--- config.mk ---
export PLATFORM = sky130hd
export DESIGN_NAME = frame_sequencer_flat
export DESIGN_NICKNAME = d
export VERILOG_FILES = /design/src/common/sd_tx_pkg.sv /design/src/common/sd_crc_pkg.sv /design/src/common/frame_word_if.sv /design/src/sd_tx_frame/frame_sequencer.sv /design/src/flat_wrapper.sv
export SDC_FILE = /design/constraint.sdc
export NUM_CORES = 1
export LEC_CHECK = 0
export BUFFER_PORTS_ARGS = -buffer_cell sky130_fd_sc_hd__clkbuf_2
export CAP_MARGIN = 20
export CELL_PAD_IN_SITES_DETAIL_PLACEMENT = 0
export CELL_PAD_IN_SITES_GLOBAL_PLACEMENT = 1
export CORE_MARGIN = 1
export CORE_UTILIZATION = 28
export CTS_CLUSTER_DIAMETER = 30
export DETAILED_ROUTE_END_ITERATION = 10
export PLACE_DENSITY_LB_ADDON = 0.1
export SYNTH_ARGS = -nofsm -noshare
export SYNTH_HDL_FRONTEND = slang
export SYNTH_SLANG_ARGS = --single-unit
--- constraint.sdc ---
create_clock -name i_clk -period 3.7 [get_ports i_clk]
set_input_delay 0.74 -clock i_clk [delete_from_list [all_inputs] [get_ports i_clk]]
set_output_delay 0.74 -clock i_clk [all_outputs]
set_load 0.1 [all_outputs]
--- src/common/sd_tx_pkg.sv ---
// Frame types, bus width codes and beat counts shared by the SD data-line transmit framer
`default_nettype none

package sd_tx_pkg;

	////////////////////////////////////////
	// Data types

	// One stream word, also one frame word on its way to the lanes
	typedef logic [31:0] word_t;

	// Lane vector, bit k drives data line k
	typedef logic [7:0] lanes_t;

	typedef logic [1:0] bus_width_t;

	// Beats still to go in the word being sent
	typedef logic [4:0] beat_count_t;

	////////////////////////////////////////
	// Bus width codes

	localparam bus_width_t WIDTH_1W = 2'd0;
	localparam bus_width_t WIDTH_4W = 2'd1;
	localparam bus_width_t WIDTH_8W = 2'd2;

	////////////////////////////////////////
	// Beats per word

	localparam int BEATS_1W = 32;
	localparam int BEATS_4W = 8;
	localparam int BEATS_8W = 4;

	// 1-lane CRC word only carries 16 bits in its top half
	localparam int BEATS_1W_CRC = 16;

	// Lines rest high between frames
	localparam word_t IDLE_WORD = '1;

	// Packet sequencer states
	typedef enum logic [1:0] {
		SEQ_IDLE,
		SEQ_DATA,
		SEQ_CRC,
		SEQ_LAST
	} seq_state_t;

endpackage

`default_nettype wire

--- src/common/sd_crc_pkg.sv ---
// CRC-16 constants and the single-bit CRC step used for the per-lane data CRCs
`default_nettype none

package sd_crc_pkg;

	localparam int NCRC = 16;

	typedef logic [NCRC-1:0] crc_t;

	// CCITT polynomial, x^16 + x^12 + x^5 + 1
	localparam crc_t CRC_POLYNOMIAL = 16'h1021;

	// Widest bus, one CRC per lane
	localparam int MAX_LANES = 8;

	// CRC words sent after the data, per width
	localparam int CRC_WORDS_4W = 2;
	localparam int CRC_WORDS_8W = 4;

	////////////////////////////////////////
	// Advance a CRC by one data bit

	function automatic crc_t crc_step(input crc_t prior, input logic din);
		crc_t shifted;
		shifted = {prior[NCRC-2:0], 1'b0};
		if (prior[NCRC-1] ^ din)
			return shifted ^ CRC_POLYNOMIAL;
		return shifted;
	endfunction

endpackage

`default_nettype wire

--- src/common/frame_word_if.sv ---
// Word channel from the frame sequencer to the lane serializer, with the latched bus width
`default_nettype none

interface frame_word_if;

	logic                    word_valid;
	sd_tx_pkg::word_t        word;
	// Set on the half-filled CRC word of 1-lane mode
	logic                    crc_short;
	logic                    word_ready;
	sd_tx_pkg::bus_width_t   width;

	modport sequencer (
		output word_valid,
		output word,
		output crc_short,
		output width,
		input  word_ready
	);

	modport serializer (
		input  word_valid,
		input  word,
		input  crc_short,
		input  width,
		output word_ready
	);

endinterface

`default_nettype wire

--- src/sd_tx_frame/frame_sequencer.sv ---
// Packet state machine of the framer, feeds data words then CRC words to the lane serializer
`default_nettype none

module frame_sequencer (
	input  logic                  i_clk,
	input  logic                  i_reset,
	input  logic                  i_ckstb,
	input  sd_tx_pkg::bus_width_t i_cfg_width,
	input  logic                  i_s_valid,
	output logic                  o_s_ready,
	input  sd_tx_pkg::word_t      i_s_data,
	input  logic                  i_s_last,
	output logic                  o_crc_clear,
	output logic                  o_crc_advance,
	output logic                  o_crc_shift,
	input  sd_tx_pkg::word_t      i_crc_word,
	input  logic                  i_tx_busy,
	frame_word_if.sequencer       word_if
);

	sd_tx_pkg::seq_state_t state;
	sd_tx_pkg::bus_width_t cfg_width;
	sd_tx_pkg::word_t      word_q;
	logic                  valid_q;
	logic                  short_q;
	// CRC words still to load, minus one
	logic [1:0]            crc_left;
	logic                  start;
	logic                  accept;
	logic                  take;

	// First word is taken into the holding register with the start beat
	assign start = (state == sd_tx_pkg::SEQ_IDLE) && i_s_valid && i_ckstb && !i_tx_busy;
	assign take = valid_q && word_if.word_ready;
	assign o_s_ready = start || ((state == sd_tx_pkg::SEQ_DATA) && word_if.word_ready);
	assign accept = i_s_valid && o_s_ready;

	assign o_crc_clear = start;
	assign o_crc_advance = accept;
	assign o_crc_shift = (state == sd_tx_pkg::SEQ_CRC) && take;

	assign word_if.word_valid = valid_q;
	assign word_if.word = word_q;
	assign word_if.crc_short = short_q;
	assign word_if.width = cfg_width;

	////////////////////////////////////////
	// State machine

	always_ff @(posedge i_clk) begin
		if (!i_reset) begin
			state <= sd_tx_pkg::SEQ_IDLE;
			valid_q <= 1'b0;
			short_q <= 1'b0;
			cfg_width <= sd_tx_pkg::WIDTH_1W;
			crc_left <= '0;
		end else begin
			case (state)
			sd_tx_pkg::SEQ_IDLE: begin
				if (start) begin
					state <= i_s_last ? sd_tx_pkg::SEQ_CRC : sd_tx_pkg::SEQ_DATA;
					valid_q <= 1'b1;
				end else
					cfg_width <= i_cfg_width;
			end
			sd_tx_pkg::SEQ_DATA: begin
				if (accept && i_s_last)
					state <= sd_tx_pkg::SEQ_CRC;
			end
			sd_tx_pkg::SEQ_CRC: begin
				if (take) begin
					short_q <= (cfg_width == sd_tx_pkg::WIDTH_1W);
					if (crc_left == 2'd0)
						state <= sd_tx_pkg::SEQ_LAST;
					else
						crc_left <= crc_left - 2'd1;
				end
			end
			default: begin
				// Last CRC word drains, then wait out the stop beat
				if (take) begin
					valid_q <= 1'b0;
					short_q <= 1'b0;
				end
				if (!i_tx_busy)
					state <= sd_tx_pkg::SEQ_IDLE;
			end
			endcase

			if (state == sd_tx_pkg::SEQ_IDLE || state == sd_tx_pkg::SEQ_DATA) begin
				case (cfg_width)
				sd_tx_pkg::WIDTH_1W: crc_left <= 2'd0;
				sd_tx_pkg::WIDTH_4W: crc_left <= 2'(sd_crc_pkg::CRC_WORDS_4W - 1);
				default:             crc_left <= 2'(sd_crc_pkg::CRC_WORDS_8W - 1);
				endcase
			end
		end
	end

	// Holding register for the word on offer
	always_ff @(posedge i_clk) begin
		if (accept)
			word_q <= i_s_data;
		else if (o_crc_shift)
			word_q <= i_crc_word;
		else if (state == sd_tx_pkg::SEQ_LAST && take)
			word_q <= sd_tx_pkg::IDLE_WORD;
	end

endmodule

`default_nettype wire

--- src/flat_wrapper.sv ---
// flat-port wrapper written by rule: the top's interface ports become plain ports
module frame_sequencer_flat 
  (i_clk, i_reset, i_ckstb, i_cfg_width, i_s_valid, o_s_ready, i_s_data, i_s_last, o_crc_clear, o_crc_advance, o_crc_shift, i_crc_word, i_tx_busy, word_if_word_valid, word_if_word, word_if_crc_short, word_if_width, word_if_word_ready);
  frame_word_if word_if_i ();
  input  logic i_clk;
  input  logic i_reset;
  input  logic i_ckstb;
  input  sd_tx_pkg::bus_width_t i_cfg_width;
  input  logic i_s_valid;
  output logic o_s_ready;
  input  sd_tx_pkg::word_t i_s_data;
  input  logic i_s_last;
  output logic o_crc_clear;
  output logic o_crc_advance;
  output logic o_crc_shift;
  input  sd_tx_pkg::word_t i_crc_word;
  input  logic i_tx_busy;
  output wire logic [$bits(word_if_i.word_valid)-1:0] word_if_word_valid;
  output wire logic [$bits(word_if_i.word)-1:0] word_if_word;
  output wire logic [$bits(word_if_i.crc_short)-1:0] word_if_crc_short;
  output wire logic [$bits(word_if_i.width)-1:0] word_if_width;
  input wire logic [$bits(word_if_i.word_ready)-1:0] word_if_word_ready;
  assign word_if_word_valid = word_if_i.word_valid;
  assign word_if_word = word_if_i.word;
  assign word_if_crc_short = word_if_i.crc_short;
  assign word_if_width = word_if_i.width;
  assign word_if_i.word_ready = word_if_word_ready;
  frame_sequencer u_core (.i_clk(i_clk), .i_reset(i_reset), .i_ckstb(i_ckstb), .i_cfg_width(i_cfg_width), .i_s_valid(i_s_valid), .o_s_ready(o_s_ready), .i_s_data(i_s_data), .i_s_last(i_s_last), .o_crc_clear(o_crc_clear), .o_crc_advance(o_crc_advance), .o_crc_shift(o_crc_shift), .i_crc_word(i_crc_word), .i_tx_busy(i_tx_busy), .word_if(word_if_i));
endmodule
# [Word-level counts from Yosys, hierarchy flattened]
# Cells that the tools add are included.
[word_totals] ff_bits=40 inputBits=73 output_inout_bits=40 word_cells=66
[op_classes] add_sub_neg=1 eq_ne=10 n_mux=20 bitwise_logic=3 n_reduce_logical=26
[op_table] cell="$mux W32" count=3
[op_table] cell="$mux W2" count=10
[op_table] cell="$logic_and A1 B1 Y1" count=9
[op_table] cell="$logic_not A2 Y1" count=3
[op_table] cell="$ne A2 B1 Y1 const B" count=3
[op_table] cell="$pmux W2 S3" count=1
[op_table] cell="$reduce_and A3 Y1" count=2
[op_table] cell="$reduce_bool A2 Y1" count=3
[op_table] cell="$reduce_and A5 Y1" count=1
[op_table] cell="$eq A2 B1 Y1 const B" count=2
[op_table] cell="$eq A2 B2 Y1 const B" count=2
[op_table] cell="$ne A2 B2 Y1 const B" count=2
[op_table] cell="$ne A4 B1 Y1 const B" count=1
[op_table] cell="$pmux W1 S2" count=2
[op_table] cell="$pmux W2 S2" count=1
[op_table] cell="$reduce_and A2 Y1" count=2
[op_table] cell="$reduce_or A2 Y1" count=2
[op_table] cell="$mux W1" count=3
[op_table] cell="$not A1 Y1" count=3
[op_table] cell="$reduce_bool A3 Y1" count=1
[op_table] cell="$logic_or A1 B1 Y1" count=2
[op_table] cell="$sub A2 B1 Y2 const B" count=1
[op_table] cell="$logic_not A1 Y1" count=1

# [Longest topological paths before layout]
[logic_depth] word_depth=9 depth_mapped=8 ltp_nobuf=7

# [Worst setup path before layout]
# No wires, ideal clock.
[synth_timing] path_type="reg2reg" start="reg u_core.valid_q, in the netlist u_core.word_if.word_valid" end="reg u_core.word_q[0], in the netlist u_core.word_if.word[0] (enable)" setup_ns=0.466 t_arrival_ns=3.548 required_time_ns=3.234 path_slack_ns=-0.313 path_stages_with_launch=3 path_buffers=0 period_less_slack_ns=4.013 cell_sequence="dfxtp_1 > nand2_1 > o21ai_0"
[synth_via] elab_chain_cells=3 elab_cells_between_ends=4 classes_between="reduce/logical: 4"
[synth_lines] item="from (decl)" line="frame_sequencer.sv:24" rtl="logic valid_q;"
[synth_lines] item="from (signal assigned)" line="frame_sequencer.sv:53" rtl="valid_q <= 1'b0;"
[synth_lines] item="from (signal assigned)" line="frame_sequencer.sv:62" rtl="valid_q <= 1'b1;"
[synth_lines] item="from (signal assigned)" line="frame_sequencer.sv:82" rtl="valid_q <= 1'b0;"
[synth_lines] item="$logic_and A1 B1 Y1 (*)" line="frame_sequencer.sv:34" rtl="assign take = valid_q && word_if.word_ready;"
[synth_lines] item="$logic_and A1 B1 Y1 (on tied branches)" line="frame_sequencer.sv:40, frame_sequencer.sv:106"
[synth_lines] item="$reduce_bool A3 Y1 (no source line) (*)"
[synth_lines] item="to (signal assigned)" line="frame_sequencer.sv:103" rtl="word_q <= i_s_data;"
[synth_lines] item="to (signal assigned)" line="frame_sequencer.sv:105" rtl="word_q <= i_crc_word;"
[synth_lines] item="to (signal assigned)" line="frame_sequencer.sv:107" rtl="word_q <= sd_tx_pkg::IDLE_WORD;"
[synth_lines] item="to (decl)" line="frame_sequencer.sv:23" rtl="sd_tx_pkg::word_t word_q;"
# Mark *: on every way between the ends. The rest lies on a longest branch, timed or not.
# A chain may end at the register's enable or synchronous reset.

# [Final worst setup path]
[layout_timing] start="reg u_core.state[1]" end="out o_crc_advance"
[layout_via] elab_chain_cells=6 elab_cells_between_ends=8 classes_between="eq/ne: 1; reduce/logical: 7"
[layout_lines] item="from (decl)" line="frame_sequencer.sv:21" rtl="sd_tx_pkg::seq_state_t state;"
[layout_lines] item="from (signal assigned)" line="frame_sequencer.sv:52" rtl="state <= sd_tx_pkg::SEQ_IDLE;"
[layout_lines] item="from (signal assigned)" line="frame_sequencer.sv:61" rtl="state <= i_s_last ? sd_tx_pkg::SEQ_CRC : sd_tx_pkg::SEQ_DATA;"
[layout_lines] item="from (signal assigned)" line="frame_sequencer.sv:68" rtl="state <= sd_tx_pkg::SEQ_CRC;"
[layout_lines] item="$logic_not A2 Y1" line="frame_sequencer.sv:33" rtl="assign start = (state == sd_tx_pkg::SEQ_IDLE) && i_s_valid && i_ckstb && !i_tx_busy;"
[layout_lines] item="$logic_and A1 B1 Y1 (3 in series)" line="frame_sequencer.sv:33"
[layout_lines] item="$logic_or A1 B1 Y1 (*)" line="frame_sequencer.sv:35" rtl="assign o_s_ready = start || ((state == sd_tx_pkg::SEQ_DATA) && word_if.word_ready);"
[layout_lines] item="$logic_and A1 B1 Y1 (*)" line="frame_sequencer.sv:36" rtl="assign accept = i_s_valid && o_s_ready;"
[layout_lines] item="to (decl)" line="flat_wrapper.sv:14" rtl="output logic o_crc_advance;"
# Marks and branches as above.

==> impl_metrics.csv <==
group,metric,value,unit
run_status,outcome,"completed",
routing,drt_iter0_drc,30,
hold_path,hold_depth,2,
logic_synthesis,synth-seq-area-share,55.04,%
final_layout,final_layout_size_suffix_gt1_share,39.63,%
routing,first_pass_iters,4,
timing,setup_tns,0,ns
die,die_area,7620,µm²
cts,root_buffer,"clkbuf_8",
cts,cts_resized,0,
cts,cts_made_buffers,5,
placed_design,portBuffers,112,
grt,grt_usage,14.19,%
die,core_area,6907,µm²
timing,worst_slack,0.9518,ns
die,io-pin-count,113,
final_layout,nets,402,
routing,routedWlPerCell,12.38,µm
timing,fin_worst_skew,0.01149,ns
placed_design,gp_congestion,0.7605,
cts,clk_path_buf_depth,2,
setup_path,r2r_slack,1.10,ns
setup_path,required,2.96,ns
timing,relSlewSlack,33.40,%
logic_synthesis,yosysWarnings,0,
final_layout,seq_area,1121,µm²
logic_synthesis,synth_ff_type,"edfxtp_1",
setup_path,rr_worst_depth,6,
die,rows,30,
die,start_util,29.49,%
die,die_h,87.29,µm
cts,htreeDepth,2,
final_layout,fillCellCount,775,
grt,first_global_vias,1796,
grt,grt_max_degree,66,
setup_path,path_max_fanout,12,
cts,clk_latency,0.30,ns
cts,post_cts_buffers,0,
cts,ctsHoldBuffers,0,
logic_synthesis,synth_edf_count,32,
cts,path_clk_slew,0.07,ns
timing,slew_violations,0,
routing,drc_errors,0,
logic_synthesis,postSynth.asyncResetShare,0,%
timing,fmax,0.3639,GHz
grt,antenna_found_initial,0,
logic_synthesis,synth_nets,293,
logic_synthesis,synth_area,2037,µm²
timing,setup_viol,0,
final_layout,final_cell_area,2808,µm²
routing,wl,5187,µm
timing,hold_viol_final,0,
logic_synthesis,netlist_instances,214,
timing,fin_crit_sh,74.28,%
final_layout,insertedDiodeCount,0,
pwr,leakage,0.001236,µW
setup_path,criticalPathCategory,"reg2out",
die,fp.dieW,87.29,µm
cts,clkSinkCount,40,
setup_path,cp-end-kind,"output pin",
timing,min_period,2.748,ns
final_layout,multi_input_area,824.5,µm²
routing,vias_per_cell,4.413,
routing,ant_nets,0,
final_layout,final_cell_mix,"112 x clkbuf_2, 68 x nor2_1, 35 x a21oi_1",
final_layout,layout_commonest_cell,"clkbuf_2",
run,maxCapViolCount,0,
pwr,powerDensity,501.3,nW/µm²
timing,worstMarginPinSlew,0.9952,ns
placed_design,dpl.hpwl,3896,µm
placed_design,dpl_cell_area,2679,µm²
timing,rsz0062_at_grt,"no",
cts,cts_tree,"done",
placed_design,post-place-ws,1.028,ns
logic_synthesis,synth_seq_cells,40,
pwr,ir_drop,305.5,µV
hold_path,min_path_type,"reg2reg",
setup_path,cp.arrival,2.01,ns
grt,grt_overflow,0,
routing,via_count,1849,
grt,grt_pass1_wl,8197,µm
logic_synthesis,synth.avg_cell_area,9.518,µm²
final_layout,synthToLayoutAreaGrowth,37.84,%
logic_synthesis,ys_types,37,
setup_path,startpoint_type,"flip-flop",
[power by group]
| group | total [µW] | internal [µW] | switching (µW) |
|---|---|---|---|
| clock | 415 | 266 | 150 |
| sequential | 551 | 529 | 21.1 |
| combinational | 442 | 120 | 322 |
| total | 1410 | 915 | 493 |
[metal layers]
layer  track usage, %  vias up  wire [µm]
li1                 -      951          -
met1            15.72      824       2160
met2            25.36       65       2572
met3            3.412        9        347
met4            6.855        0        107
met5                0        -          0
[registers in the layout (all words and copies together), names as in the netlist]
signal / count
u_core.word_if.crc_short: 1
u_core.state: 2
u_core.word_if.word: 32
u_core.word_if.word_valid: 1
u_core.word_if.width: 2
u_core.crc_left: 2
[worst paths after layout]
check	start	endpoint
hold / removal	u_core.word_if.width[0]	u_core.word_if.width[0]
setup reg to reg	u_core.state[1]	u_core.word_if.word[7]
setup / recovery	u_core.state[1]	o_crc_advance
hold reg to reg	u_core.word_if.width[0]	u_core.word_if.width[0]
[worst max-delay path, cell delays in order (launching register included)]
cell,delay (ns)
dfxtp_1,0.37
inv_1,0.11
ha_1,0.39
and3b_1,0.28
o21ai_4,0.07
inv_1,0.05
clkbuf_2,0.45
[logic make-up (layout without fill, tap and decap cells)]
logic type,Yosys count,after routing,share of synthesized area (%)
mux,3,3,1.474
flops,40,40,55.04
buf+inv,22,131,5.405
compound gates,50,50,14.62
fa+ha+maj,6,6,3.685
simple gates,93,93,19.78
[per-stage QoR]
step / cells / utilization (%) / hold slack (ns) / total power, µW
2_1_floorplan: 214 / - / 0.4545 / 909.1
3_3_place_gp: 412 / 38.79 / 0.4787 / 1011
3_5_place_dp: 412 / 38.79 / 0.4812 / 1010
4_1_cts: 419 / 40.65 / 0.4948 / 1429
5_1_grt: 419 / 40.65 / 0.5239 / 1484
6_report: 419 / 40.65 / 0.4895 / 1408
[Yosys cell counts (2+ instances only)]
master	instances	area [µm²]
nor2_1	68	255.2
a21oi_1	35	175.2
edfxtp_1	32	960.9
inv_1	9	33.78
nand2_1	9	33.78
dfxtp_1	8	160.2
ha_1	6	75.07
a21boi_0	4	30.03
buf_2	4	20.02
clkbuf_1	3	11.26
mux2i_1	3	30.03
and3b_1	2	17.52
buf_4	2	15.01
buf_6	2	22.52
nand3_1	2	10.01
nand3b_1	2	15.01
nand4_1	2	12.51
o211ai_1	2	15.01
[final cells by class]
type / count / area share (%)
sequential: 40 / 39.93
timing repair buffer: 114 / 20.50
inverter: 10 / 1.337
multi-input combinational: 152 / 29.37
clock inverter: 2 / 2.139
clock buffer: 5 / 2.451
tap: 96 / 4.278
Note: power is estimated with default switching activity, not from simulation.
