[config.mk]
export PLATFORM = sky130hd
export DESIGN_NAME = lane_serializer_flat
export DESIGN_NICKNAME = d
export VERILOG_FILES = /design/src/common/sd_tx_pkg.sv /design/src/common/frame_word_if.sv /design/src/sd_tx_frame/lane_serializer.sv /design/src/flat_wrapper.sv
export SDC_FILE = /design/constraint.sdc
export NUM_CORES = 1
export LEC_CHECK = 0
export BUFFER_PORTS_ARGS = -buffer_cell sky130_fd_sc_hd__buf_2
export CORE_ASPECT_RATIO = 1.1
export CORE_MARGIN = 2
export CORE_UTILIZATION = 30
export CTS_CLUSTER_DIAMETER = 200
export DETAILED_ROUTE_END_ITERATION = 8
export MAX_ROUTING_LAYER = met4
export SETUP_SLACK_MARGIN = 0.1
export SLEW_MARGIN = 20
export SYNTH_ARGS = -nofsm -noshare
export SYNTH_HDL_FRONTEND = slang
export SYNTH_SLANG_ARGS = --single-unit
[constraint.sdc]
create_clock -name i_clk -period 3.05 [get_ports i_clk]
set_input_delay 0.4575 -clock i_clk [delete_from_list [all_inputs] [get_ports i_clk]]
set_output_delay 0.4575 -clock i_clk [all_outputs]
set_load 0.01 [all_outputs]
[src/common/sd_tx_pkg.sv]
// Frame types, bus width codes and beat counts shared by the SD data-line transmit framer
`default_nettype none

package sd_tx_pkg;

	////////////////////////////////////////
	// Data types

	// One stream word, also one frame word on its way to the lanes
	typedef logic [31:0] word_t;

	// Lane vector, bit k drives data line k
	typedef logic [7:0] lanes_t;

	typedef logic [1:0] bus_width_t;

	// Beats still to go in the word being sent
	typedef logic [4:0] beat_count_t;

	////////////////////////////////////////
	// Bus width codes

	localparam bus_width_t WIDTH_1W = 2'd0;
	localparam bus_width_t WIDTH_4W = 2'd1;
	localparam bus_width_t WIDTH_8W = 2'd2;

	////////////////////////////////////////
	// Beats per word

	localparam int BEATS_1W = 32;
	localparam int BEATS_4W = 8;
	localparam int BEATS_8W = 4;

	// 1-lane CRC word only carries 16 bits in its top half
	localparam int BEATS_1W_CRC = 16;

	// Lines rest high between frames
	localparam word_t IDLE_WORD = '1;

	// Packet sequencer states
	typedef enum logic [1:0] {
		SEQ_IDLE,
		SEQ_DATA,
		SEQ_CRC,
		SEQ_LAST
	} seq_state_t;

endpackage

`default_nettype wire

[src/common/frame_word_if.sv]
// Word channel from the frame sequencer to the lane serializer, with the latched bus width
`default_nettype none

interface frame_word_if;

	logic                    word_valid;
	sd_tx_pkg::word_t        word;
	// Set on the half-filled CRC word of 1-lane mode
	logic                    crc_short;
	logic                    word_ready;
	sd_tx_pkg::bus_width_t   width;

	modport sequencer (
		output word_valid,
		output word,
		output crc_short,
		output width,
		input  word_ready
	);

	modport serializer (
		input  word_valid,
		input  word,
		input  crc_short,
		input  width,
		output word_ready
	);

endinterface

`default_nettype wire

[src/sd_tx_frame/lane_serializer.sv]
// Turns frame words into lane beats, one per clock strobe, framed by start and stop beats
`default_nettype none

module lane_serializer (
	input  logic              i_clk,
	input  logic              i_reset,
	input  logic              i_ckstb,
	input  logic              i_start,
	output logic              o_busy,
	output logic              o_tx_valid,
	output sd_tx_pkg::lanes_t o_tx_data,
	frame_word_if.serializer  word_if
);

	sd_tx_pkg::beat_count_t count;
	sd_tx_pkg::word_t       sreg;
	sd_tx_pkg::word_t       src;
	logic                   stop_pending;
	logic                   load;
	logic                   drain;

	// Top lane group of a word, unused lanes high
	function automatic sd_tx_pkg::lanes_t lane_group(input sd_tx_pkg::word_t w,
			input sd_tx_pkg::bus_width_t width);
		case (width)
		sd_tx_pkg::WIDTH_1W: return {7'h7f, w[31]};
		sd_tx_pkg::WIDTH_4W: return {4'hf, w[31:28]};
		default:             return w[31:24];
		endcase
	endfunction

	function automatic sd_tx_pkg::word_t next_sreg(input sd_tx_pkg::word_t w,
			input sd_tx_pkg::bus_width_t width);
		case (width)
		sd_tx_pkg::WIDTH_1W: return {w[30:0], 1'b1};
		sd_tx_pkg::WIDTH_4W: return {w[27:0], 4'hf};
		default:             return {w[23:0], 8'hff};
		endcase
	endfunction

	// Beats left after the first one of a freshly loaded word
	function automatic sd_tx_pkg::beat_count_t last_beat(input sd_tx_pkg::bus_width_t width,
			input logic crc_short);
		if (crc_short)
			return sd_tx_pkg::beat_count_t'(sd_tx_pkg::BEATS_1W_CRC - 1);
		case (width)
		sd_tx_pkg::WIDTH_1W: return sd_tx_pkg::beat_count_t'(sd_tx_pkg::BEATS_1W - 1);
		sd_tx_pkg::WIDTH_4W: return sd_tx_pkg::beat_count_t'(sd_tx_pkg::BEATS_4W - 1);
		default:             return sd_tx_pkg::beat_count_t'(sd_tx_pkg::BEATS_8W - 1);
		endcase
	endfunction

	assign word_if.word_ready = i_ckstb && (count == '0);
	assign load = word_if.word_valid && word_if.word_ready;
	assign drain = i_ckstb && (count != '0);
	assign src = load ? word_if.word : sreg;
	assign o_busy = o_tx_valid;

	always_ff @(posedge i_clk) begin
		if (!i_reset) begin
			o_tx_valid <= 1'b0;
			stop_pending <= 1'b0;
			count <= '0;
			o_tx_data <= '1;
		end else if (i_start) begin
			// Start beat: used lanes low, same as the group of an all-zero word
			o_tx_valid <= 1'b1;
			stop_pending <= 1'b1;
			o_tx_data <= lane_group('0, word_if.width);
		end else if (load) begin
			count <= last_beat(word_if.width, word_if.crc_short);
			o_tx_data <= lane_group(src, word_if.width);
		end else if (drain) begin
			count <= count - 1'b1;
			o_tx_data <= lane_group(src, word_if.width);
		end else if (i_ckstb) begin
			// Out of words, one stop beat then idle
			o_tx_valid <= stop_pending;
			stop_pending <= 1'b0;
			o_tx_data <= sd_tx_pkg::lanes_t'(sd_tx_pkg::IDLE_WORD);
		end
	end

	always_ff @(posedge i_clk) begin
		if (load || drain)
			sreg <= next_sreg(src, word_if.width);
	end

endmodule

`default_nettype wire

[src/flat_wrapper.sv]
// flat-port wrapper written by rule: the top's interface ports become plain ports
module lane_serializer_flat 
  (i_clk, i_reset, i_ckstb, i_start, o_busy, o_tx_valid, o_tx_data, word_if_word_valid, word_if_word, word_if_crc_short, word_if_width, word_if_word_ready);
  frame_word_if word_if_i ();
  input  logic i_clk;
  input  logic i_reset;
  input  logic i_ckstb;
  input  logic i_start;
  output logic o_busy;
  output logic o_tx_valid;
  output sd_tx_pkg::lanes_t o_tx_data;
  input wire logic [$bits(word_if_i.word_valid)-1:0] word_if_word_valid;
  input wire logic [$bits(word_if_i.word)-1:0] word_if_word;
  input wire logic [$bits(word_if_i.crc_short)-1:0] word_if_crc_short;
  input wire logic [$bits(word_if_i.width)-1:0] word_if_width;
  output wire logic [$bits(word_if_i.word_ready)-1:0] word_if_word_ready;
  assign word_if_i.word_valid = word_if_word_valid;
  assign word_if_i.word = word_if_word;
  assign word_if_i.crc_short = word_if_crc_short;
  assign word_if_i.width = word_if_width;
  assign word_if_word_ready = word_if_i.word_ready;
  lane_serializer u_core (.i_clk(i_clk), .i_reset(i_reset), .i_ckstb(i_ckstb), .i_start(i_start), .o_busy(o_busy), .o_tx_valid(o_tx_valid), .o_tx_data(o_tx_data), .word_if(word_if_i));
endmodule
==> Word-level counts from Yosys, hierarchy flattened <==
Cells that the tools add are included.
{ "word_totals": {"regBits": 47, "in_bits": 40, "elab_cells": 47} }
{ "op_classes": {"add_sub_neg": 1, "n_eq_ne": 3, "mux": 25, "bitwise_logic": 1, "n_reduce_logical": 12} }
{ "ops": {"columns": ["cell", "n"], "rows": [
  ["$pmux W32 S2", 1],
  ["$mux W32", 1],
  ["$mux W8", 4],
  ["$pmux W8 S2", 2],
  ["$mux W5", 4],
  ["$mux W1", 12],
  ["$pmux W5 S2", 1],
  ["$logic_not A5 Y1", 1],
  ["$reduce_bool A5 Y1", 1],
  ["$sub A5 B1 Y5 const B", 1],
  ["$ne A2 B2 Y1 const B", 2],
  ["$reduce_bool A2 Y1", 2],
  ["$reduce_bool A4 Y1", 1],
  ["$logic_and A1 B1 Y1", 3],
  ["$reduce_and A3 Y1", 1],
  ["$eq A2 B1 Y1 const B", 1],
  ["$logic_not A2 Y1", 1],
  ["$reduce_and A2 Y1", 1],
  ["$logic_or A1 B1 Y1", 1],
  ["$not A1 Y1", 1]
]} }

==> Longest topological paths before layout <==
Gate-level depths: netlist (run 1).
{ "logic_depth": {"word_depth": 8, "depth_mapped": 8, "ltp_nobuf": 6} }

==> Worst setup path before layout (run 1) <==
Ideal clock, no wire load.
{ "synth_path": {"path_kind": "register -> register", "startpoint": "register u_core.count[0]", "endpoint": "register u_core.sreg[6] (data pin)", "setup_time_ps": 262, "arrival_ps": 2165, "t_required_ps": 2788, "path_slack_ps": 623, "stages_incl_launch_ff": 8, "path_buffers": 1, "period_less_slack_ps": 2427, "cell_sequence": "dfxtp_1 -> inv_1 -> ha_1 -> or4b_4 -> nor2_8 -> buf_12 -> mux4_1 -> or2_2"} }
{ "synth_between": {"elab_chain_cells": 5} }
{ "synth_rtl": {"columns": ["item", "line_no", "rtl"], "rows": [
  ["start, declared", "lane_serializer.sv:15", "sd_tx_pkg::beat_count_t count;"],
  ["start signal, assigned", "lane_serializer.sv:71", "count <= last_beat(word_if.width, word_if.crc_short);"],
  ["start signal, assigned", "lane_serializer.sv:74", "count <= count - 1'b1;"],
  ["$logic_not A5 Y1", "lane_serializer.sv:53", "assign word_if.word_ready = i_ckstb && (count == '0);"],
  ["$logic_and A1 B1 Y1", "lane_serializer.sv:53", null],
  ["$logic_and A1 B1 Y1", "lane_serializer.sv:54", "assign load = word_if.word_valid && word_if.word_ready;"],
  ["$mux W32", "lane_serializer.sv:56", "assign src = load ? word_if.word : sreg;"],
  ["$pmux W32 S2", "lane_serializer.sv:34", "case (width)"],
  ["end signal, assigned", "lane_serializer.sv:86", "sreg <= next_sreg(src, word_if.width);"],
  ["end, declared", "lane_serializer.sv:16", "sd_tx_pkg::word_t sreg;"]
]} }
No other way between the ends.
A chain may end at the register's enable or synchronous reset.

==> Worst setup path after layout (run 1) <==
{ "layout_path": {"startpoint": "register u_core.count[0]", "endpoint": "register u_core.sreg[26] (data pin)"} }
The elaborated chain is that of the path after synthesis.

==> results of run 1 <==
-- per-layer routing --
metal / share of wire / up-vias / global-route usage
met2: 0.52 / 91 / 0.268
met1: 0.41 / 1234 / 0.212
li1: - / 1167 / -
met5: 0 / - / -
met4: 0.015 / 0 / 0.0480
met3: 0.055 / 10 / 0.0220
-- placed cells by master (no fill, tap or decap), types with 3 or more instances in the layout --
cell / instances
sky130_fd_sc_hd__a21o_1: 4
sky130_fd_sc_hd__dfxtp_1: 15
sky130_fd_sc_hd__a211o_1: 4
sky130_fd_sc_hd__a211oi_1: 12
sky130_fd_sc_hd__clkbuf_16: 5
sky130_fd_sc_hd__o21ai_0: 7
sky130_fd_sc_hd__edfxtp_1: 31
sky130_fd_sc_hd__mux2_2: 31
sky130_fd_sc_hd__mux4_1: 5
sky130_fd_sc_hd__inv_1: 7
sky130_fd_sc_hd__nand2b_1: 6
sky130_fd_sc_hd__nor2_1: 12
sky130_fd_sc_hd__a21oi_1: 15
sky130_fd_sc_hd__buf_4: 7
sky130_fd_sc_hd__o221a_2: 3
sky130_fd_sc_hd__mux2i_1: 7
sky130_fd_sc_hd__nor3_1: 6
sky130_fd_sc_hd__o311ai_0: 4
sky130_fd_sc_hd__a221oi_1: 4
sky130_fd_sc_hd__nand2_1: 10
sky130_fd_sc_hd__or2_2: 6
sky130_fd_sc_hd__and3_1: 9
sky130_fd_sc_hd__nand3_1: 5
sky130_fd_sc_hd__o211ai_1: 3
sky130_fd_sc_hd__mux4_2: 15
sky130_fd_sc_hd__buf_2: 50
-- sequential cells by signal (all words and copies together), names as in the netlist --
signal	flops
u_core.o_tx_data	8
u_core.o_busy	1
u_core.stop_pending	1
u_core.sreg	31
u_core.count	5
-- final cells by class --
| class | instances | area share |
|---|---|---|
| Sequential cell | 46 | 0.334 |
| Tap cell | 143 | 0.0486 |
| Clock buffer | 8 | 0.0381 |
| Multi-Input combinational cell | 192 | 0.483 |
| Inverter | 8 | 0.00816 |
| Timing Repair Buffer | 58 | 0.0877 |
-- report_power, final --
part           internal, uW  total [uW]  switching [uW]  leakage, uW
sequential              753         801            48.6     0.000398
clock                   314         544             230    0.0000686
combinational           262         541             279     0.000830
-- kinds of logic (layout without fill, tap and decap cells) --
| logic type | Yosys count | in the layout | share of synthesized area |
|---|---|---|---|
| mux | 58 | 58 | 0.280 |
| simple gates | 65 | 65 | 0.120 |
| fa+ha+maj | 2 | 2 | 0.00788 |
| flops | 46 | 46 | 0.388 |
| buf+inv | 31 | 74 | 0.0520 |
| compound gates | 67 | 67 | 0.152 |
-- worst reg2reg max path: stages (launching register included) --
cell	delay (ns)
sky130_fd_sc_hd__dfxtp_1	0.32
sky130_fd_sc_hd__inv_1	0.11
sky130_fd_sc_hd__ha_1	0.17
sky130_fd_sc_hd__or4b_4	0.60
sky130_fd_sc_hd__nor2_8	0.30
sky130_fd_sc_hd__buf_12	0.22
sky130_fd_sc_hd__mux4_1	0.57
sky130_fd_sc_hd__mux2_2	0.27
-- final timing paths --
kind                                     startpoint                  end  slack [ns]  depth (start not counted)
worst max-delay path                u_core.count[0]      u_core.sreg[26]        0.24                          7
worst min-delay path                        i_reset  u_core.o_tx_data[6]        0.44                          2
worst max register to register      u_core.count[0]      u_core.sreg[26]        0.24                          7
worst min register to register  u_core.o_tx_data[7]  u_core.o_tx_data[7]        0.47                          2
-- through the flow --
step / setup slack [ns] / hold WS [ns]
floorplan: 0.623 / 0.449
detailed placement: 0.245 / 0.461
global placement: 0.311 / 0.458
finish: 0.240 / 0.438
CTS: 0.235 / 0.442
global route: 0.120 / 0.440
==> flow_summary.ini, run 1 <==
[outcome]
outcome = finished, final reports clean

[drt]
detail_route.drc_violations = 0
wire_per_inst_um = 19.5
antenna_left = 0
vias_per_cell = 5.50
via_count = 2502
drt_pre_antenna_iters = 4
drt_iter0_markers = 152
drt_wl_total_mm = 8.86

[place]
detailed_place_hpwl_mm = 6.51
place_area_mm2 = 0.00354
gp_routability_congestion = 0.894
io_buffers = 50
placed_cells_incl_taps = 447

[global_routing]
global_route_wire_length_before_repair_mm = 14.1
number_of_antenna_violations_at_the_first_check_in_global_routing = 0
grt_pass1_vias = 2493
grt_usage = 0.164
overflow = 0
grt_max_degree = 32

[critical_path]
worst_path_max_delay_cell = sky130_fd_sc_hd__or4b_4
crit_buf_inv = 2
path_class = reg -> reg
required_ns = 3.09
crit_arrival_ns = 2.85
critPathTopFamily = simple AND/OR/NAND/NOR gates
worstPathMaxFanout = 20
critical_path.endpoint_type = flip-flop
crit_chain = inv_1 > ha_1 > or4b_4 > nor2_8 > buf_12 > mux4_1 > mux2_2
timing.critical_path.from_type = flip-flop
slowest_delay_ns = 0.60

[synthesis]
synth_seq_cells = 46
synth.top_cell.area_share = 0.293
yosys-top-cells-area = sky130_fd_sc_hd__edfxtp_1 29%, sky130_fd_sc_hd__mux2_2 11%, sky130_fd_sc_hd__mux4_2 11%
ys_top_cells_by_count = 31 x sky130_fd_sc_hd__edfxtp_1, 31 x sky130_fd_sc_hd__mux2_2
post_synth_instance_area_mm2 = 0.00317
netlist-cell-type-count = 49
syn_avg_cell_area_um2 = 11.8
synthesized_net_count = 311
synthFlopType = sky130_fd_sc_hd__edfxtp_1
ys_warn_count = 0
postSynthCellCount = 269
yosysTopAreaCell = sky130_fd_sc_hd__edfxtp_1
postSynth.asyncResetShare = 0
synth_sequential_area_ratio = 0.388
synth-edff-count = 31

[floorplanning]
die_width_um = 102
core_area_mm2 = 0.0103
number_of_rows_in_the_core_area = 39
start_util = 0.307
io_pins = 51
die_area_mm2 = 0.0114
die_h_um = 112

[timing]
skew_ns = 0.00471
timing_max_transition_violations_final = 0
clock.fmax_mhz = 356
finalSetupViolations = 0
slew_hr = 0.601
setup_tns_ns = 0
final_min_period_over_clock_period = 0.921
finalHoldViolCount = 0
grt_setup_unrepaired = false
period_needed_ns = 2.81
worst_slew_pin_slew_ns = 0.592

[hold_path]
worstHoldPathType = in -> reg

[finish]
insertedDiodeCount = 0
utilization = 0.356
multi_input_area_mm2 = 0.00178
layout.cells.non_filler = 455
layout-area-overhead-vs-synth_pct = 16.0
drive_gt1_frac = 0.394
nFillCells = 1084
regArea_mm2 = 0.00123
post-route-cell-area_mm2 = 0.00368
nets = 353

[job]
cap_viol_max_count = 0

[power]
total_power_uw = 1890
power.density_cell_area_mw_per_mm2 = 513
p_leak_uw = 0.00130
ir_drop_uv = 200

[cts]
tritoncts = yes
clockBufferDepth = 2
post_cts.resized_instances = 0
cts.sinks = 46
numCtsBuffers = 5
insertion_delay_ns = 0.29
path_clk_slew_ns = 0.06
h-tree-depth = 2
post-cts-setup-buffer-count = 0
clock-root-buffer = sky130_fd_sc_hd__clkbuf_16
holdBufCountCts = 0
(Power assumes the default switching activity.)
==> run 2: changes to the inputs <==
--- a/config.mk
+++ b/config.mk
@@ -5,6 +5,7 @@
 export SDC_FILE = /design/constraint.sdc
 export NUM_CORES = 1
 export LEC_CHECK = 0
+export ABC_AREA = 1
 export BUFFER_PORTS_ARGS = -buffer_cell sky130_fd_sc_hd__buf_2
 export CORE_ASPECT_RATIO = 1.1
 export CORE_MARGIN = 2
@@ -13,7 +14,7 @@
 export DETAILED_ROUTE_END_ITERATION = 8
 export MAX_ROUTING_LAYER = met4
 export SETUP_SLACK_MARGIN = 0.1
-export SLEW_MARGIN = 20
+export SLEW_MARGIN = 0
 export SYNTH_ARGS = -nofsm -noshare
 export SYNTH_HDL_FRONTEND = slang
 export SYNTH_SLANG_ARGS = --single-unit
==> run 2 against run 1 <==
Count of clock-buffer cells in the layout fell by 1. Worst hold slack got worse by 0.0068 ns. Clock power fell by 26%. Final cell count rose by 17%. Worst setup slack improved by 0.66 ns. Sequential share of layout area rose by 6.3 points. First-iteration DRC count rose by 2.6%. Area after synthesis fell by 16%. Core utilization fell by 0.31 points. Critical path type unchanged.
==> flow_summary.ini, run 2 <==
[critical_path]
timing.reg2reg.worst_path_depth = 11
r2r_slack_ns = 0.90
rr_startpoint = u_core.count[0]
crit_chain = inv_1 > ha_1 > inv_1 > nor2_2 > nand4_4 > buf_4 > or2_1 > o21ai_1 > nand2_1 > o21ai_0 > inv_1
crit_arrival_ns = 2.22
timing.rr.end = u_core.sreg[5]
required_ns = 3.11
critical_path.endpoint_type = flip-flop
worstPathMaxFanout = 25
timing.critical_path.from_type = flip-flop
crit_path_frequent_cell = sky130_fd_sc_hd__inv_1
worst_path_max_delay_cell = sky130_fd_sc_hd__dfxtp_1
crit_buf_inv = 4
path_class = reg -> reg
slowest_delay_ns = 0.33
critPathTopFamily = simple AND/OR/NAND/NOR gates

[place]
detailed_place_hpwl_mm = 5.00
gp_routability_congestion = 0.841
io_buffers = 50
place_worst_setup_slack_ns = 0.828

[cts]
post-cts-setup-buffer-count = 0
insertion_delay_ns = 0.30
cts.sinks = 46
clock-root-buffer = sky130_fd_sc_hd__clkbuf_8
h-tree-depth = 2
path_clk_slew_ns = 0.09
clockBufferDepth = 2
numCtsBuffers = 5
holdBufCountCts = 0
post_cts.resized_instances = 0
tritoncts = yes

[drt]
vias_per_cell = 4.66
detail_route.drc_violations = 0
antenna_left = 0
wire_per_inst_um = 12.9
via_count = 2476
drt_iter0_markers = 156
drt_pre_antenna_iters = 4
drt_wl_total_mm = 6.83

[finish]
nets = 458
insertedDiodeCount = 0
largestRegisters = u_core.sreg x31, u_core.o_tx_data x8, u_core.count x5
largest_reg_flops = 31
most-common-layout-cells = 190 x sky130_fd_sc_hd__nand2_1, 50 x sky130_fd_sc_hd__buf_2, 37 x sky130_fd_sc_hd__nand3_1
nFillCells = 948
layout_commonest_cell = sky130_fd_sc_hd__nand2_1
top_register = u_core.sreg
layout-area-overhead-vs-synth_pct = 15.5
drive_gt1_frac = 0.170

[synthesis]
ys_warn_count = 0
synthFlopType = sky130_fd_sc_hd__edfxtp_1
yosysTopAreaCell = sky130_fd_sc_hd__edfxtp_1
syn_avg_cell_area_um2 = 7.19
netlist-cell-type-count = 29
synth-edff-count = 31
synthesized_net_count = 415
post-synth-top-count-cell = sky130_fd_sc_hd__nand2_1
yosys-top-cells-area = sky130_fd_sc_hd__edfxtp_1 35%, sky130_fd_sc_hd__nand2_1 27%, sky130_fd_sc_hd__dfxtp_1 11%
post_synth_instance_area_mm2 = 0.00268
postSynthCellCount = 373
synth.top_cell.area_share = 0.347
synth_sequential_area_ratio = 0.459
ys_top_cells_by_count = 190 x sky130_fd_sc_hd__nand2_1, 37 x sky130_fd_sc_hd__nand3_1, 31 x sky130_fd_sc_hd__edfxtp_1
postSynth.asyncResetShare = 0
synth_seq_cells = 46

[timing]
clock.fmax_mhz = 464
final_min_period_over_clock_period = 0.706
finalHoldViolCount = 0
slew_hr = 0.423
skew_ns = 0.00809
finalSetupViolations = 0
min_setup_slack_post_route_ns = 0.896
worst_slew_pin_slew_ns = 0.864
period_needed_ns = 2.15
setup_tns_ns = 0
grt_setup_unrepaired = false
timing_max_transition_violations_final = 0

[outcome]
outcome = finished, final reports clean

[hold_path]
timing.hold.worst.start = i_reset
destination_of_the_worst_hold_path = u_core.o_tx_data[5]
worstHoldPathType = in -> reg
timing.hold.worst_path_depth = 2

[floorplanning]
start_util = 0.305
core_area_mm2 = 0.00878
die_area_mm2 = 0.00971
io_pins = 51
die_width_um = 94.1
die_h_um = 103
number_of_rows_in_the_core_area = 36

[global_routing]
number_of_antenna_violations_at_the_first_check_in_global_routing = 0
overflow = 0
global_route_wire_length_before_repair_mm = 11.4
grt_max_degree = 35
grt_usage = 0.154
grt_pass1_vias = 2406

[power]
power.density_cell_area_mw_per_mm2 = 504
ir_drop_uv = 205
p_leak_uw = 0.00143

[job]
cap_viol_max_count = 0
run 2: cell count changes after synthesis, moves of 7 or more:
cell / previous run / this run
sky130_fd_sc_hd__mux4_2: 15 / 0
sky130_fd_sc_hd__inv_1: 7 / 25
sky130_fd_sc_hd__clkbuf_1: 15 / 7
sky130_fd_sc_hd__mux2_2: 31 / 0
sky130_fd_sc_hd__nand3_1: 5 / 37
sky130_fd_sc_hd__a211oi_1: 12 / 0
sky130_fd_sc_hd__and3_1: 9 / 0
sky130_fd_sc_hd__mux2i_1: 7 / 0
sky130_fd_sc_hd__nand2_1: 10 / 190
run 2: worst max path at each step:
stage	from	endpoint	cells after the start
4_1_cts	u_core.count[0]	u_core.sreg[30]	10
2_1_floorplan	u_core.count[0]	u_core.o_tx_data[0]	12
3_3_place_gp	word_if_width[1]	u_core.o_tx_data[0]	9
3_5_place_dp	word_if_width[1]	u_core.o_tx_data[1]	9
5_1_grt	u_core.count[0]	u_core.sreg[30]	10
6_report	u_core.count[0]	u_core.sreg[5]	11
run 2: layout make-up:
type / count / area (um^2) / area share
flip-flops and latches: 46 / 1230 / 0.397
multi-input cells: 284 / 1260 / 0.406
inverters: 26 / 97.6 / 0.0315
clock buffers: 7 / 90.1 / 0.0291
repair buffers: 53 / 273 / 0.0880
well taps: 114 / 143 / 0.0460
clock inverters: 1 / 5.00 / 0.00162
run 2: metal layers:
metal	track usage	routed length [um]
met1	0.194	3180
met2	0.255	3260
met3	0.0300	330
met4	0.0401	66
met5	-	0
run 2: where the power goes:
part	internal (uW)	total, uW	switching, uW
sequential	746	768	21.9
combinational	131	391	260
clock	192	402	209
total	1070	1560	491
run 2: kinds of logic after synthesis:
family / after synthesis / share of synthesized area
simple gates: 248 / 0.382
fa+ha+maj: 2 / 0.00933
flops: 46 / 0.459
xor+xnor: 3 / 0.00980
compound gates: 31 / 0.0681
buf+inv: 43 / 0.0714
run 2: through the flow:
stage / area, um^2 / instances / utilization / total power [uW] / hold slack (ns)
6_report: 3100 / 531 / 0.353 / 1560 / 0.431
5_1_grt: 3100 / 531 / 0.353 / 1670 / 0.429
4_1_cts: 3100 / 531 / 0.353 / 1570 / 0.431
3_5_place_dp: 3000 / 523 / 0.342 / 1170 / 0.458
3_3_place_gp: 3000 / 523 / 0.342 / 1170 / 0.448
2_1_floorplan: 2680 / 373 / - / 1060 / 0.437
